**config.mk**
```make
export PLATFORM = sky130hd
export DESIGN_NAME = l2_arbiter_flat
export DESIGN_NICKNAME = d
export VERILOG_FILES = /design/src/logic/l2_sim_pkg.sv /design/src/logic/l2_req_if.sv /design/src/logic/l2_arbiter.sv /design/src/flat_wrapper.sv
export SDC_FILE = /design/constraint.sdc
export NUM_CORES = 1
export LEC_CHECK = 0
export ABC_AREA = 0
export CAP_MARGIN = 30
export CORE_MARGIN = 10
export CORE_UTILIZATION = 50
export CTS_CLUSTER_DIAMETER = 100
export DETAILED_ROUTE_END_ITERATION = 16
export DONT_BUFFER_PORTS = 1
export PLACE_DENSITY_LB_ADDON = 0.12
export SLEW_MARGIN = 0
export SYNTH_ARGS = -nofsm -noshare
export SYNTH_HDL_FRONTEND = slang
export SYNTH_SLANG_ARGS = --single-unit
```
**constraint.sdc**
```tcl
create_clock -name clk -period 3.48 [get_ports clk]
set_input_delay 0.696 -clock clk [delete_from_list [all_inputs] [get_ports clk]]
set_output_delay 0.696 -clock clk [all_outputs]
set_load 0.02 [all_outputs]
```
**src/logic/l2_sim_pkg.sv**
```systemverilog
package l2_sim_pkg;

    ////////////////////
    // bus widths

    // word address, byte address bits [31:2]
    typedef logic [29:0] word_addr_t;

    // one data word
    typedef logic [31:0] data_t;

    // one enable per byte lane of data_t
    typedef logic [3:0] byte_en_t;

    // tag chosen by the requester, echoed on read return
    typedef logic [1:0] sub_id_t;

    // which of the two requesters
    typedef logic [0:0] port_id_t;

    ////////////////////
    // address map

    // uart data register, byte address 0x1000
    localparam word_addr_t UART_WORD_ADDR = 30'h0000_0400;

endpackage

```
**src/logic/l2_req_if.sv**
```systemverilog
`timescale 1ns/1ps

// one credited request stream
// push is a single-cycle strobe, credit comes back one per freed slot
interface l2_req_if;

    l2_sim_pkg::word_addr_t addr;
    l2_sim_pkg::byte_en_t be;
    logic rnw;
    l2_sim_pkg::data_t wr_data;
    l2_sim_pkg::sub_id_t sub_id;
    // source port, only meaningful after the arbiter
    l2_sim_pkg::port_id_t port;
    logic push;
    logic credit;

    // sender side
    modport requester (
        output addr, be, rnw, wr_data, sub_id, port, push,
        input credit
    );

    // receiver side, used by the arbiter and by the bridge
    modport arbiter (
        input addr, be, rnw, wr_data, sub_id, port, push,
        output credit
    );

endinterface

```
**src/logic/l2_arbiter.sv**
```systemverilog
`timescale 1ns/1ps

module l2_arbiter #(
    parameter int REQ_DEPTH = 4,
    parameter int BRIDGE_DEPTH = 2
) (
    input logic clk,
    input logic rst,
    l2_req_if.arbiter req0,
    l2_req_if.arbiter req1,
    l2_req_if.requester out_req
);

    // entry is {addr, be, rnw, wr_data, sub_id}
    localparam int ENTRY_W = $bits(l2_sim_pkg::word_addr_t) + $bits(l2_sim_pkg::byte_en_t)
        + 1 + $bits(l2_sim_pkg::data_t) + $bits(l2_sim_pkg::sub_id_t);
    localparam int PTR_W = $clog2(REQ_DEPTH);
    localparam int CNT_W = $clog2(REQ_DEPTH + 1);
    localparam int CRED_W = $clog2(BRIDGE_DEPTH + 1);

    logic [ENTRY_W-1:0] in_entry [2];
    logic [1:0] in_push;
    logic [ENTRY_W-1:0] q_mem [2][REQ_DEPTH];
    logic [PTR_W-1:0] wr_ptr [2];
    logic [PTR_W-1:0] rd_ptr [2];
    logic [CNT_W-1:0] q_count [2];
    logic [1:0] q_valid;
    logic [1:0] pop;
    logic [CRED_W-1:0] dn_credits;
    l2_sim_pkg::port_id_t grant;
    l2_sim_pkg::port_id_t last_grant;
    logic fwd;

    function automatic logic [PTR_W-1:0] next_ptr(input logic [PTR_W-1:0] ptr);
        return (ptr == PTR_W'(REQ_DEPTH - 1)) ? '0 : ptr + 1'b1;
    endfunction

    // gather both ports so one loop serves them
    assign in_push = {req1.push, req0.push};
    assign in_entry[0] = {req0.addr, req0.be, req0.rnw, req0.wr_data, req0.sub_id};
    assign in_entry[1] = {req1.addr, req1.be, req1.rnw, req1.wr_data, req1.sub_id};

    // a slot frees up the cycle its entry is forwarded
    assign req0.credit = pop[0];
    assign req1.credit = pop[1];

    ////////////////////
    // per-port queues

    always_ff @(posedge clk) begin
        for (int p = 0; p < 2; p++) begin
            if (in_push[p])
                q_mem[p][wr_ptr[p]] <= in_entry[p];
        end
    end

    always_ff @(posedge clk) begin
        if (rst) begin
            for (int p = 0; p < 2; p++) begin
                wr_ptr[p] <= '0;
                rd_ptr[p] <= '0;
                q_count[p] <= '0;
            end
        end else begin
            for (int p = 0; p < 2; p++) begin
                if (in_push[p])
                    wr_ptr[p] <= next_ptr(wr_ptr[p]);
                if (pop[p])
                    rd_ptr[p] <= next_ptr(rd_ptr[p]);
                // push and pop together leave the count alone
                if (in_push[p] && !pop[p])
                    q_count[p] <= q_count[p] + 1'b1;
                else if (!in_push[p] && pop[p])
                    q_count[p] <= q_count[p] - 1'b1;
            end
        end
    end

    ////////////////////
    // round-robin select

    assign q_valid[0] = (q_count[0] != '0);
    assign q_valid[1] = (q_count[1] != '0);

    always_comb begin
        // tie goes to the port not served last
        if (q_valid == 2'b11)
            grant = ~last_grant;
        else if (q_valid[1])
            grant = 1'b1;
        else
            grant = 1'b0;
    end

    // forward only with a bridge slot in hand
    assign fwd = (q_valid != 2'b00) && (dn_credits != '0);
    assign pop[0] = fwd && (grant == 1'b0);
    assign pop[1] = fwd && (grant == 1'b1);

    assign out_req.push = fwd;
    assign out_req.port = grant;
    assign {out_req.addr, out_req.be, out_req.rnw, out_req.wr_data, out_req.sub_id}
        = q_mem[grant][rd_ptr[grant]];

    always_ff @(posedge clk) begin
        if (rst) begin
            dn_credits <= CRED_W'(BRIDGE_DEPTH);
            // port 0 wins the first tie
            last_grant <= 1'b1;
        end else begin
            if (fwd && !out_req.credit)
                dn_credits <= dn_credits - 1'b1;
            else if (!fwd && out_req.credit)
                dn_credits <= dn_credits + 1'b1;
            if (fwd)
                last_grant <= grant;
        end
    end

endmodule

```
**src/flat_wrapper.sv**
```systemverilog
// flat-port wrapper written by rule: the top's interface ports become plain ports
module l2_arbiter_flat 
#(
    parameter int REQ_DEPTH = 4,
    parameter int BRIDGE_DEPTH = 2
)
  (clk, rst, req0_addr, req0_be, req0_rnw, req0_wr_data, req0_sub_id, req0_port, req0_push, req0_credit, req1_addr, req1_be, req1_rnw, req1_wr_data, req1_sub_id, req1_port, req1_push, req1_credit, out_req_addr, out_req_be, out_req_rnw, out_req_wr_data, out_req_sub_id, out_req_port, out_req_push, out_req_credit);
  l2_req_if req0_i ();
  l2_req_if req1_i ();
  l2_req_if out_req_i ();
  input logic clk;
  input logic rst;
  input wire logic [$bits(req0_i.addr)-1:0] req0_addr;
  input wire logic [$bits(req0_i.be)-1:0] req0_be;
  input wire logic [$bits(req0_i.rnw)-1:0] req0_rnw;
  input wire logic [$bits(req0_i.wr_data)-1:0] req0_wr_data;
  input wire logic [$bits(req0_i.sub_id)-1:0] req0_sub_id;
  input wire logic [$bits(req0_i.port)-1:0] req0_port;
  input wire logic [$bits(req0_i.push)-1:0] req0_push;
  output wire logic [$bits(req0_i.credit)-1:0] req0_credit;
  input wire logic [$bits(req1_i.addr)-1:0] req1_addr;
  input wire logic [$bits(req1_i.be)-1:0] req1_be;
  input wire logic [$bits(req1_i.rnw)-1:0] req1_rnw;
  input wire logic [$bits(req1_i.wr_data)-1:0] req1_wr_data;
  input wire logic [$bits(req1_i.sub_id)-1:0] req1_sub_id;
  input wire logic [$bits(req1_i.port)-1:0] req1_port;
  input wire logic [$bits(req1_i.push)-1:0] req1_push;
  output wire logic [$bits(req1_i.credit)-1:0] req1_credit;
  output wire logic [$bits(out_req_i.addr)-1:0] out_req_addr;
  output wire logic [$bits(out_req_i.be)-1:0] out_req_be;
  output wire logic [$bits(out_req_i.rnw)-1:0] out_req_rnw;
  output wire logic [$bits(out_req_i.wr_data)-1:0] out_req_wr_data;
  output wire logic [$bits(out_req_i.sub_id)-1:0] out_req_sub_id;
  output wire logic [$bits(out_req_i.port)-1:0] out_req_port;
  output wire logic [$bits(out_req_i.push)-1:0] out_req_push;
  input wire logic [$bits(out_req_i.credit)-1:0] out_req_credit;
  assign req0_i.addr = req0_addr;
  assign req0_i.be = req0_be;
  assign req0_i.rnw = req0_rnw;
  assign req0_i.wr_data = req0_wr_data;
  assign req0_i.sub_id = req0_sub_id;
  assign req0_i.port = req0_port;
  assign req0_i.push = req0_push;
  assign req0_credit = req0_i.credit;
  assign req1_i.addr = req1_addr;
  assign req1_i.be = req1_be;
  assign req1_i.rnw = req1_rnw;
  assign req1_i.wr_data = req1_wr_data;
  assign req1_i.sub_id = req1_sub_id;
  assign req1_i.port = req1_port;
  assign req1_i.push = req1_push;
  assign req1_credit = req1_i.credit;
  assign out_req_addr = out_req_i.addr;
  assign out_req_be = out_req_i.be;
  assign out_req_rnw = out_req_i.rnw;
  assign out_req_wr_data = out_req_i.wr_data;
  assign out_req_sub_id = out_req_i.sub_id;
  assign out_req_port = out_req_i.port;
  assign out_req_push = out_req_i.push;
  assign out_req_i.credit = out_req_credit;
  l2_arbiter #(.REQ_DEPTH(REQ_DEPTH), .BRIDGE_DEPTH(BRIDGE_DEPTH)) u_core (.clk(clk), .rst(rst), .req0(req0_i), .req1(req1_i), .out_req(out_req_i));
endmodule
```
==> metrics.txt <==
DRT iter0 DRCs=795; DR vias=9260; fin crit period=3200 ps; reg2reg start=u_core.q_count[1][0]; Routed WL per cell=28.0 um; Clock Skews=between 15 and 20 ps; DRC violations left=0; first-pass iteration count of the detailed router=6; fin nets=1117; Congestion Overflow GR=0; Diodes inserted=0; core footprint=roughly 43000 um2; Placed Cells=about 1500; clock buffer depth=3; post_cts resized=0; worst r2r path cells=8; final cell count without fillers=approximately 1600; Worst Hold Depth=1; PD cells=799 nW/um2; Area Overhead vs Synth=11.3%; CP Class=register to output port; Critical Path RT=2780 ps; fmax=313 MHz; CP Data Arrival Time=2500 ps; global-route wire length before repair=65800 um; initial antenna violation count=0; Worst setup EP type=output port; largest net degree at the start of global routing=72; syn avg cell area=23.8 um2; Max H-tree Level=2; leakage power=~0.0076 uW; count of input and output buffers=0; TritonCTS Buffers=56; asr flop ratio synth=0%; Synth Instances=921; # setup viols final=0; CTS tree=built; row count=76; register area share after synthesis=between 70% and 80%; post-synthesis register bit count=569; RSZ-0062 raised after global routing=false; Post-CTS Hold Buffers=0; top_reg_cell synth=edfxtp_1; height of the die=229 um; IO Count=218; crit share post-route=91.8%; status=finished clean; clk slew on worst S/H paths=approximately 60 ps; syn nets=1081; Post-synth EDFFs=566; Final ANT Viol Nets=0; Setup crit start=u_core.q_count[1][0]; DIE AREA=52500 um2; vias in the first global route=10300; Synth cell types=44; Final HPWL DP=around 27000 um; final hold slack=roughly 170 ps; Post-Syn Area=21900 um2; DP Area=22700 um2; postcts setup bufs=0; worst-margin pin slew=about 860 ps; crit path launch type=register; die width=around 230 um; RePlAce Congestion=0.740; GR Util All Layers=16.9%; Final Max Slew Viols=0; Hold Vio Cnt, Final=0; Initial Utilization=50.7%; maximum vdd drop=0.535 mV; Vias/cell=5.86; YS warnings=0; reg2reg end=u_core.dn_credits[1]; Reg2Reg Setup Slack=770 ps; cell area after layout=24400 um2; ratio of cells with drive above 1 in the final layout=31.0%; hold crit path type=input pin to register; clk root buf=clkbuf_16; Post-Route WL=44300 um; hold path startpoint=rst; clock sinks=~570; total of max-cap violations=0; Crit Path Max Fanout=37; slew margin rel.=43.0%; Worst-Skew Late Latency=600 ps; Setup TNS=0 ps; Hold EP=u_core.dn_credits[0]
==> cell type report <==
class / count / area [um2]
repair buffers: 21 / 283
fillers: 3105 / 18800
clock buffers: 69 / 1470
clock inverters: 28 / 158
flip-flops and latches: 569 / 17100
well taps: 585 / 732
inverters: 16 / 60.1
multi-input cells: 293 / 4600
==> critical path, cell delays in order (launching register included) <==
cell and delay, ps:
edfxtp_1 420, inv_1 110, ha_1 160, nand2b_1 260, nand2_4 190, buf_12 270
mux2_2 470
==> stage by stage <==
step	setup WS [ps]	total power (uW)	util, %
floorplan	399	13000	-
global placement	851	14300	52.7
detailed placement	818	14400	52.7
CTS	192	19800	56.4
global route	126	20300	56.4
finish	284	19500	56.4
==> layout by cell type, fill, tap and decap left out, drive strengths merged, types with 2 or more instances in the layout <==
master,count
a211oi,3
a22oi,2
a311oi,2
and2,8
buf,21
clkbuf,69
clkinv,22
clkinvlp,3
dfxtp,3
edfxtp,566
ha,14
inv,18
mux2,69
mux4,138
nand2,4
nand2b,3
nand3,3
nor2,7
nor2b,2
nor3,3
nor3b,3
nor4,2
nor4b,2
o21ai,7
o31ai,2
or2,3
xnor2,2
xor2,2
==> worst max path at each step <==
stage	end	slack (ps)	cells past startpoint
final	out_req_addr[1]	280	6
after global routing	out_req_be[2]	130	3
after CTS	out_req_addr[7]	190	3
after detailed placement	u_core.q_count[0][2]	820	10
after global placement	out_req_addr[7]	850	3
after floorplan	u_core.q_mem[0][0]	400	2
==> synth_stat cells, types with 3 or more instances <==
library cell | count | share of area (%)
mux2_2 | 67 | 3.4
nand3_1 | 3 | 0.069
nand2_1 | 3 | 0.051
clkbuf_1 | 17 | 0.29
a211oi_1 | 3 | 0.10
nor2_1 | 7 | 0.12
o21ai_0 | 5 | 0.11
edfxtp_1 | 566 | 78
mux4_2 | 138 | 14
and2_1 | 8 | 0.23
inv_1 | 16 | 0.27
buf_2 | 26 | 0.59
nor3b_1 | 3 | 0.10
ha_1 | 14 | 0.80
dfxtp_1 | 3 | 0.27
nand2b_1 | 3 | 0.086
==> routing by layer <==
layer	up-vias	GRT usage (%)	routed length (um)
li1	3975	-	-
met1	4911	18.8	16100
met2	307	29.3	23100
met3	67	6.24	3960
met4	0	5.81	1090
met5	-	0	0
==> power by group <==
part           switching, uW  leakage, uW  internal [uW]
sequential               165      0.00525           8030
clock                   2350     0.000784           3040
combinational           3430      0.00158           2440
==> state kept, by name (all words and copies together) (netlist names) <==
name               flops
u_core.dn_credits      2
u_core.last_grant      1
u_core.q_count         6
u_core.q_mem         552
u_core.rd_ptr          4
u_core.wr_ptr          4
==> cell families (layout without fill, tap and decap cells) <==
kind of cell	after synthesis	after routing	synth area share, %
AO/OA/AOI/OAI	24	24	0.960
multiplexers	207	207	17.7
buffers and inverters	59	134	1.16
AND/OR/NAND/NOR	43	43	1.16
XOR/XNOR	4	4	0.160
flip-flops	569	569	77.9
adder cells (fa/ha/maj)	15	15	0.892
(Power assumes the default switching activity.)
