### src/logic/l2_sim_pkg.sv
package l2_sim_pkg;

    ////////////////////
    // bus widths

    // word address, byte address bits [31:2]
    typedef logic [29:0] word_addr_t;

    // one data word
    typedef logic [31:0] data_t;

    // one enable per byte lane of data_t
    typedef logic [3:0] byte_en_t;

    // tag chosen by the requester, echoed on read return
    typedef logic [1:0] sub_id_t;

    // which of the two requesters
    typedef logic [0:0] port_id_t;

    ////////////////////
    // address map

    // uart data register, byte address 0x1000
    localparam word_addr_t UART_WORD_ADDR = 30'h0000_0400;

endpackage

### src/logic/l2_req_if.sv
`timescale 1ns/1ps

// one credited request stream
// push is a single-cycle strobe, credit comes back one per freed slot
interface l2_req_if;

    l2_sim_pkg::word_addr_t addr;
    l2_sim_pkg::byte_en_t be;
    logic rnw;
    l2_sim_pkg::data_t wr_data;
    l2_sim_pkg::sub_id_t sub_id;
    // source port, only meaningful after the arbiter
    l2_sim_pkg::port_id_t port;
    logic push;
    logic credit;

    // sender side
    modport requester (
        output addr, be, rnw, wr_data, sub_id, port, push,
        input credit
    );

    // receiver side, used by the arbiter and by the bridge
    modport arbiter (
        input addr, be, rnw, wr_data, sub_id, port, push,
        output credit
    );

endinterface

### src/logic/axi_lite_if.sv
`timescale 1ns/1ps

// single-beat axi-lite channels, byte addresses
interface axi_lite_if;

    // read address
    logic arvalid;
    logic arready;
    logic [31:0] araddr;

    // read data
    logic rvalid;
    logic rready;
    l2_sim_pkg::data_t rdata;

    // write address
    logic awvalid;
    logic awready;
    logic [31:0] awaddr;

    // write data
    logic wvalid;
    logic wready;
    l2_sim_pkg::data_t wdata;
    l2_sim_pkg::byte_en_t wstrb;

    // write response
    logic bvalid;
    logic bready;

    modport master (
        output arvalid, araddr, rready, awvalid, awaddr, wvalid, wdata, wstrb, bready,
        input arready, rvalid, rdata, awready, wready, bvalid
    );

    modport slave (
        input arvalid, araddr, rready, awvalid, awaddr, wvalid, wdata, wstrb, bready,
        output arready, rvalid, rdata, awready, wready, bvalid
    );

endinterface

### src/logic/l2_mem_bridge.sv
`timescale 1ns/1ps

module l2_mem_bridge #(
    parameter int BRIDGE_DEPTH = 2
) (
    input logic clk,
    input logic rst,
    l2_req_if.arbiter in_req,
    axi_lite_if.master mem,
    output l2_sim_pkg::data_t rd_data,
    output l2_sim_pkg::sub_id_t rd_sub_id,
    output l2_sim_pkg::port_id_t rd_port,
    output logic rd_valid
);

    // entry is {addr, be, rnw, wr_data, sub_id, port}
    localparam int ENTRY_W = $bits(l2_sim_pkg::word_addr_t) + $bits(l2_sim_pkg::byte_en_t)
        + 1 + $bits(l2_sim_pkg::data_t) + $bits(l2_sim_pkg::sub_id_t)
        + $bits(l2_sim_pkg::port_id_t);
    localparam int PTR_W = $clog2(BRIDGE_DEPTH);
    localparam int CNT_W = $clog2(BRIDGE_DEPTH + 1);

    typedef enum logic [2:0] {
        idle,
        read_addr,
        read_wait,
        write_addr_data,
        write_resp
    } state_t;

    state_t state;
    logic [ENTRY_W-1:0] buf_mem [BRIDGE_DEPTH];
    logic [PTR_W-1:0] wr_ptr;
    logic [PTR_W-1:0] rd_ptr;
    logic [CNT_W-1:0] buf_count;
    logic pop;
    logic aw_done;

    l2_sim_pkg::word_addr_t head_addr;
    l2_sim_pkg::byte_en_t head_be;
    logic head_rnw;
    l2_sim_pkg::data_t head_data;
    l2_sim_pkg::sub_id_t head_sub_id;
    l2_sim_pkg::port_id_t head_port;

    // transaction in flight
    l2_sim_pkg::word_addr_t cur_addr;
    l2_sim_pkg::byte_en_t cur_be;
    l2_sim_pkg::data_t cur_data;
    l2_sim_pkg::sub_id_t cur_sub_id;
    l2_sim_pkg::port_id_t cur_port;

    function automatic logic [PTR_W-1:0] next_ptr(input logic [PTR_W-1:0] ptr);
        return (ptr == PTR_W'(BRIDGE_DEPTH - 1)) ? '0 : ptr + 1'b1;
    endfunction

    ////////////////////
    // input buffer

    assign {head_addr, head_be, head_rnw, head_data, head_sub_id, head_port} = buf_mem[rd_ptr];

    // head leaves the buffer when a new transaction starts
    assign pop = (state == idle) && (buf_count != '0);
    assign in_req.credit = pop;

    always_ff @(posedge clk) begin
        if (in_req.push)
            buf_mem[wr_ptr] <= {in_req.addr, in_req.be, in_req.rnw, in_req.wr_data,
                                in_req.sub_id, in_req.port};
        if (pop) begin
            cur_addr <= head_addr;
            cur_be <= head_be;
            cur_data <= head_data;
            cur_sub_id <= head_sub_id;
            cur_port <= head_port;
        end
        // read return carries the tag of the one transaction in flight
        if (mem.rvalid && mem.rready) begin
            rd_data <= mem.rdata;
            rd_sub_id <= cur_sub_id;
            rd_port <= cur_port;
        end
    end

    ////////////////////
    // transaction FSM

    always_ff @(posedge clk) begin
        if (rst) begin
            wr_ptr <= '0;
            rd_ptr <= '0;
            buf_count <= '0;
            state <= idle;
            aw_done <= 1'b0;
            rd_valid <= 1'b0;
        end else begin
            if (in_req.push)
                wr_ptr <= next_ptr(wr_ptr);
            if (pop)
                rd_ptr <= next_ptr(rd_ptr);
            if (in_req.push && !pop)
                buf_count <= buf_count + 1'b1;
            else if (!in_req.push && pop)
                buf_count <= buf_count - 1'b1;

            rd_valid <= mem.rvalid && mem.rready;

            case (state)
                idle: begin
                    if (pop)
                        state <= head_rnw ? read_addr : write_addr_data;
                end
                read_addr: begin
                    if (mem.arready)
                        state <= read_wait;
                end
                read_wait: begin
                    if (mem.rvalid)
                        state <= idle;
                end
                write_addr_data: begin
                    // aw and w complete independently
                    if (mem.awvalid && mem.awready)
                        aw_done <= 1'b1;
                    if (mem.wvalid && mem.wready) begin
                        aw_done <= 1'b0;
                        state <= write_resp;
                    end
                end
                write_resp: begin
                    if (mem.bvalid)
                        state <= idle;
                end
                default: state <= idle;
            endcase
        end
    end

    assign mem.arvalid = (state == read_addr);
    assign mem.araddr = {cur_addr, 2'b00};
    assign mem.awvalid = (state == write_addr_data) && !aw_done;
    assign mem.awaddr = {cur_addr, 2'b00};
    // responder holds wready low until its latency expires
    assign mem.wvalid = (state == write_addr_data);
    assign mem.wdata = cur_data;
    assign mem.wstrb = cur_be;
    // requesters only issue reads they can absorb
    assign mem.rready = 1'b1;
    assign mem.bready = 1'b1;

endmodule

### src/flat_wrapper.sv
// flat-port wrapper written by rule: the top's interface ports become plain ports
module l2_mem_bridge_flat 
#(
    parameter int BRIDGE_DEPTH = 2
)
  (clk, rst, rd_data, rd_sub_id, rd_port, rd_valid, in_req_addr, in_req_be, in_req_rnw, in_req_wr_data, in_req_sub_id, in_req_port, in_req_push, in_req_credit, mem_arvalid, mem_araddr, mem_rready, mem_awvalid, mem_awaddr, mem_wvalid, mem_wdata, mem_wstrb, mem_bready, mem_arready, mem_rvalid, mem_rdata, mem_awready, mem_wready, mem_bvalid);
  l2_req_if in_req_i ();
  axi_lite_if mem_i ();
  input logic clk;
  input logic rst;
  output l2_sim_pkg::data_t rd_data;
  output l2_sim_pkg::sub_id_t rd_sub_id;
  output l2_sim_pkg::port_id_t rd_port;
  output logic rd_valid;
  input wire logic [$bits(in_req_i.addr)-1:0] in_req_addr;
  input wire logic [$bits(in_req_i.be)-1:0] in_req_be;
  input wire logic [$bits(in_req_i.rnw)-1:0] in_req_rnw;
  input wire logic [$bits(in_req_i.wr_data)-1:0] in_req_wr_data;
  input wire logic [$bits(in_req_i.sub_id)-1:0] in_req_sub_id;
  input wire logic [$bits(in_req_i.port)-1:0] in_req_port;
  input wire logic [$bits(in_req_i.push)-1:0] in_req_push;
  output wire logic [$bits(in_req_i.credit)-1:0] in_req_credit;
  output wire logic [$bits(mem_i.arvalid)-1:0] mem_arvalid;
  output wire logic [$bits(mem_i.araddr)-1:0] mem_araddr;
  output wire logic [$bits(mem_i.rready)-1:0] mem_rready;
  output wire logic [$bits(mem_i.awvalid)-1:0] mem_awvalid;
  output wire logic [$bits(mem_i.awaddr)-1:0] mem_awaddr;
  output wire logic [$bits(mem_i.wvalid)-1:0] mem_wvalid;
  output wire logic [$bits(mem_i.wdata)-1:0] mem_wdata;
  output wire logic [$bits(mem_i.wstrb)-1:0] mem_wstrb;
  output wire logic [$bits(mem_i.bready)-1:0] mem_bready;
  input wire logic [$bits(mem_i.arready)-1:0] mem_arready;
  input wire logic [$bits(mem_i.rvalid)-1:0] mem_rvalid;
  input wire logic [$bits(mem_i.rdata)-1:0] mem_rdata;
  input wire logic [$bits(mem_i.awready)-1:0] mem_awready;
  input wire logic [$bits(mem_i.wready)-1:0] mem_wready;
  input wire logic [$bits(mem_i.bvalid)-1:0] mem_bvalid;
  assign in_req_i.addr = in_req_addr;
  assign in_req_i.be = in_req_be;
  assign in_req_i.rnw = in_req_rnw;
  assign in_req_i.wr_data = in_req_wr_data;
  assign in_req_i.sub_id = in_req_sub_id;
  assign in_req_i.port = in_req_port;
  assign in_req_i.push = in_req_push;
  assign in_req_credit = in_req_i.credit;
  assign mem_arvalid = mem_i.arvalid;
  assign mem_araddr = mem_i.araddr;
  assign mem_rready = mem_i.rready;
  assign mem_awvalid = mem_i.awvalid;
  assign mem_awaddr = mem_i.awaddr;
  assign mem_wvalid = mem_i.wvalid;
  assign mem_wdata = mem_i.wdata;
  assign mem_wstrb = mem_i.wstrb;
  assign mem_bready = mem_i.bready;
  assign mem_i.arready = mem_arready;
  assign mem_i.rvalid = mem_rvalid;
  assign mem_i.rdata = mem_rdata;
  assign mem_i.awready = mem_awready;
  assign mem_i.wready = mem_wready;
  assign mem_i.bvalid = mem_bvalid;
  l2_mem_bridge #(.BRIDGE_DEPTH(BRIDGE_DEPTH)) u_core (.clk(clk), .rst(rst), .in_req(in_req_i), .mem(mem_i), .rd_data(rd_data), .rd_sub_id(rd_sub_id), .rd_port(rd_port), .rd_valid(rd_valid));
endmodule
### config.mk
export PLATFORM = sky130hd
export DESIGN_NAME = l2_mem_bridge_flat
export DESIGN_NICKNAME = d
export VERILOG_FILES = /design/src/logic/l2_sim_pkg.sv /design/src/logic/l2_req_if.sv /design/src/logic/axi_lite_if.sv /design/src/logic/l2_mem_bridge.sv /design/src/flat_wrapper.sv
export SDC_FILE = /design/constraint.sdc
export NUM_CORES = 1
export LEC_CHECK = 0
export BUFFER_PORTS_ARGS = -buffer_cell sky130_fd_sc_hd__buf_2
export CORE_UTILIZATION = 55
export CTS_CLUSTER_DIAMETER = 100
export DETAILED_ROUTE_END_ITERATION = 8
export GPL_TIMING_DRIVEN = 0
export PLACE_DENSITY = 0.84
export SYNTH_ARGS = -nofsm -noshare
export SYNTH_HDL_FRONTEND = slang
export SYNTH_SLANG_ARGS = --single-unit
### constraint.sdc
create_clock -name clk -period 10.8 [get_ports clk]
set_input_delay 2.16 -clock clk [delete_from_list [all_inputs] [get_ports clk]]
set_output_delay 2.16 -clock clk [all_outputs]
set_load 0.1 [all_outputs]
==> results.sh <==
export IMPL_status="completed"
export IMPL_io_buffers=244
export IMPL_crit_chain="or4_4 > inv_4 > buf_2"
export IMPL_synthDistinctLibCells=27
export IMPL_arrival_ns=2.40
export IMPL_rsz0062_at_grt="no"
export IMPL_synth_common_cells="244 x edfxtp_1, 69 x mux2_2, 36 x buf_4"
export IMPL_fin_crit_sh_pct=42.26
export IMPL_hpwl_um=11880
export IMPL_wl_per_cell_um=18.69
export IMPL_die_area_um2=16710
export IMPL_relSlewSlack_pct=47.67
export IMPL_cts_tree="done"
export IMPL_setup_violations=0
export IMPL_cts_max_level=1
export IMPL_start_util_pct=56.28
export IMPL_cts_resized=0
export IMPL_ctsHoldBuffers=0
export IMPL_seq_area_frac_synth_pct=84.51
export IMPL_row_count=46
export IMPL_finalNonFillerCells=930
export IMPL_hold_viol_final=0
export IMPL_critPathLaunch="u_core.state[2]$_SDFFE_PP0P_"
export IMPL_ys_flop_type="edfxtp_1"
export IMPL_skew_ns=0.01324
export IMPL_maxCapViolCount=0
export IMPL_grt_pass1_vias=4738
export IMPL_tightest_slew_ns=0.7849
export IMPL_yosys_register_bits=254
export IMPL_cts_setup_buffers=0
export IMPL_die_h_um=129.3
export IMPL_max_freq_mhz=219.1
export IMPL_dr_pass1_iters=5
export IMPL_clk_insertion_delay_late_ns=0.50
export IMPL_r2r_start="u_core.state[2]$_SDFFE_PP0P_"
export IMPL_synth_largest_area_cell="edfxtp_1"
export IMPL_timing_final_crit_period_ns=4.564
export IMPL_grt_use_total_pct=20.23
export IMPL_overflow=0
export IMPL_worst_setup_hold_path_clk_slew_ns=0.06
export IMPL_final_max_slew_viol_count=0
export IMPL_num_vias=4630
export IMPL_critPathKind="reg2out"
export IMPL_wl_um=17380
export IMPL_synth_edf_count=244
export IMPL_grt_pass1_wl_um=25030
export IMPL_vias_per_cell=4.978
export IMPL_synthCells=417
export IMPL_min_from="u_core.cur_sub_id[1]$_DFFE_PP_"
export IMPL_ios=252
export IMPL_cp_slowest_cell="or4_4"
export IMPL_dp_cells=885
export IMPL_ant_nets=0
export IMPL_crit_fanout=37
export IMPL_grt_start_max_net_pins=38
export IMPL_cp_end_kind="output pin"
export IMPL_yosysMostFrequentCell="edfxtp_1"
export IMPL_hold_class="reg2reg"
export IMPL_pre_cts_ws_ns=6.746
export IMPL_syn2layout_area_growth_pct=27.08
export IMPL_cts_sinks=254
export IMPL_critPathLaunchType="flop"
export IMPL_core_region_area_um2=15830
export IMPL_initialDrtViolationCount=271
export IMPL_cp_required_ns=8.64
export IMPL_layout_drive_gt1_share_pct=55.74
export IMPL_synth_top_area_share_pct=82.26
export IMPL_cts_buffers=25
export IMPL_setup_slack_ns=6.236
export IMPL_antenna_cells=0
export IMPL_cp_slowest_stage_delay_ns=0.59
export IMPL_rrSetupSlack_ns=8.82
export IMPL_die_w_um=129.3
export IMPL_ys_warn_count=0
export IMPL_drc=0
export IMPL_syn_area_per_cell_um2=21.36
export IMPL_synth_async_reset_ratio_pct=0
export IMPL_clockBufferDepth=3
export IMPL_ys_top_cells_by_area="edfxtp_1 82%, mux2_2 8.7%, buf_4 3.0%"
export IMPL_nNetsFinal=807
export IMPL_gp_congestion=0.7344
export IMPL_root_buffer="clkbuf_16"
export IMPL_antenna_found_initial=1
export IMPL_syn_cell_area_um2=8907
export IMPL_tns_ns=0
## cell families (layout without fill, tap and decap cells)
logic type	after synthesis	in the layout	share of synthesized area (%)
compound gates	10	10	0.6321
simple gates	24	24	1.433
other cells	2	6	0.08431
mux	72	72	9.060
flops	254	254	84.51
fa+ha+maj	1	1	0.1404
xor+xnor	4	4	0.3934
buf+inv	50	343	3.751
## cell type report
type | count | area (µm²)
multi-input cells | 117 | 1071
clock buffers | 31 | 648.1
repair buffers | 248 | 1301
flip-flops and latches | 254 | 7527
plain buffers | 47 | 322.8
fillers | 966 | 4508
inverters | 3 | 13.76
well taps | 216 | 270.3
clock inverters | 14 | 165.2
## layout by cell type (no fill, tap or decap), types with 2 or more instances in the layout
| master | count |
|---|---|
| edfxtp_1 | 244 |
| clkbuf_16 | 25 |
| nor2b_1 | 5 |
| buf_12 | 4 |
| nor2_1 | 8 |
| buf_4 | 36 |
| nand2_1 | 3 |
| clkbuf_1 | 8 |
| bufinv_16 | 4 |
| dfxtp_1 | 10 |
| inv_1 | 2 |
| mux2i_1 | 3 |
| xnor2_1 | 2 |
| a21oi_1 | 5 |
| mux2_2 | 69 |
| clkinv_1 | 7 |
| nor3_1 | 2 |
| clkinv_2 | 2 |
| buf_2 | 253 |
| xor2_1 | 2 |
| conb_1 | 6 |
## state kept, by name (all words and copies together), names as in the netlist, named ones only
| register | cells |
|---|---|
| u_core.rd_sub_id | 2 |
| u_core.cur_addr | 30 |
| u_core.buf_mem | 140 |
| u_core.rd_port | 1 |
| u_core.rd_valid | 1 |
| u_core.buf_count | 2 |
| u_core.mem.wstrb | 4 |
| u_core.mem.wdata | 32 |
| u_core.state | 3 |
| u_core.cur_port | 1 |
| u_core.cur_sub_id | 2 |
| u_core.aw_done | 1 |
| u_core.rd_data | 32 |
| u_core.rd_ptr | 1 |
| u_core.wr_ptr | 1 |
## stage by stage
step / instance area, µm² / hold WS (ns) / utilization, %
CTS: 11320 / 0.4270 / 71.52
global placement: 10410 / 0.4046 / 65.79
detailed placement: 10510 / 0.4088 / 66.38
global route: 11320 / 0.4429 / 71.52
finish: 11320 / 0.4299 / 71.52
floorplan: 8922 / 0.4003 / -
## critical path: cells and delay by family, from the launching register on
kind                   cells  cell delay (ns)
buffers and inverters      2             0.94
AND/OR/NAND/NOR            1             0.59
flip-flops                 1             0.36
## path summary, 6_finish.rpt
path,end,depth (start not counted)
max,in_req_credit,3
min,u_core.rd_sub_id[1]$_DFFE_PP_,0
max reg2reg,u_core.mem.wdata[6]$_DFFE_PP_,3
min reg2reg,u_core.rd_sub_id[1]$_DFFE_PP_,0
## layer usage
layer	vias to the layer above	GRT usage [%]	part of all wire (%)
met5	-	0	0.081
met4	2	6.228	1.9
met3	27	5.780	8.4
met2	207	38.39	54
met1	2276	21.60	36
li1	2118	-	-
Power is not shown: default switching activity piles up to over one toggle a cycle in this logic, so the estimate is an artifact.
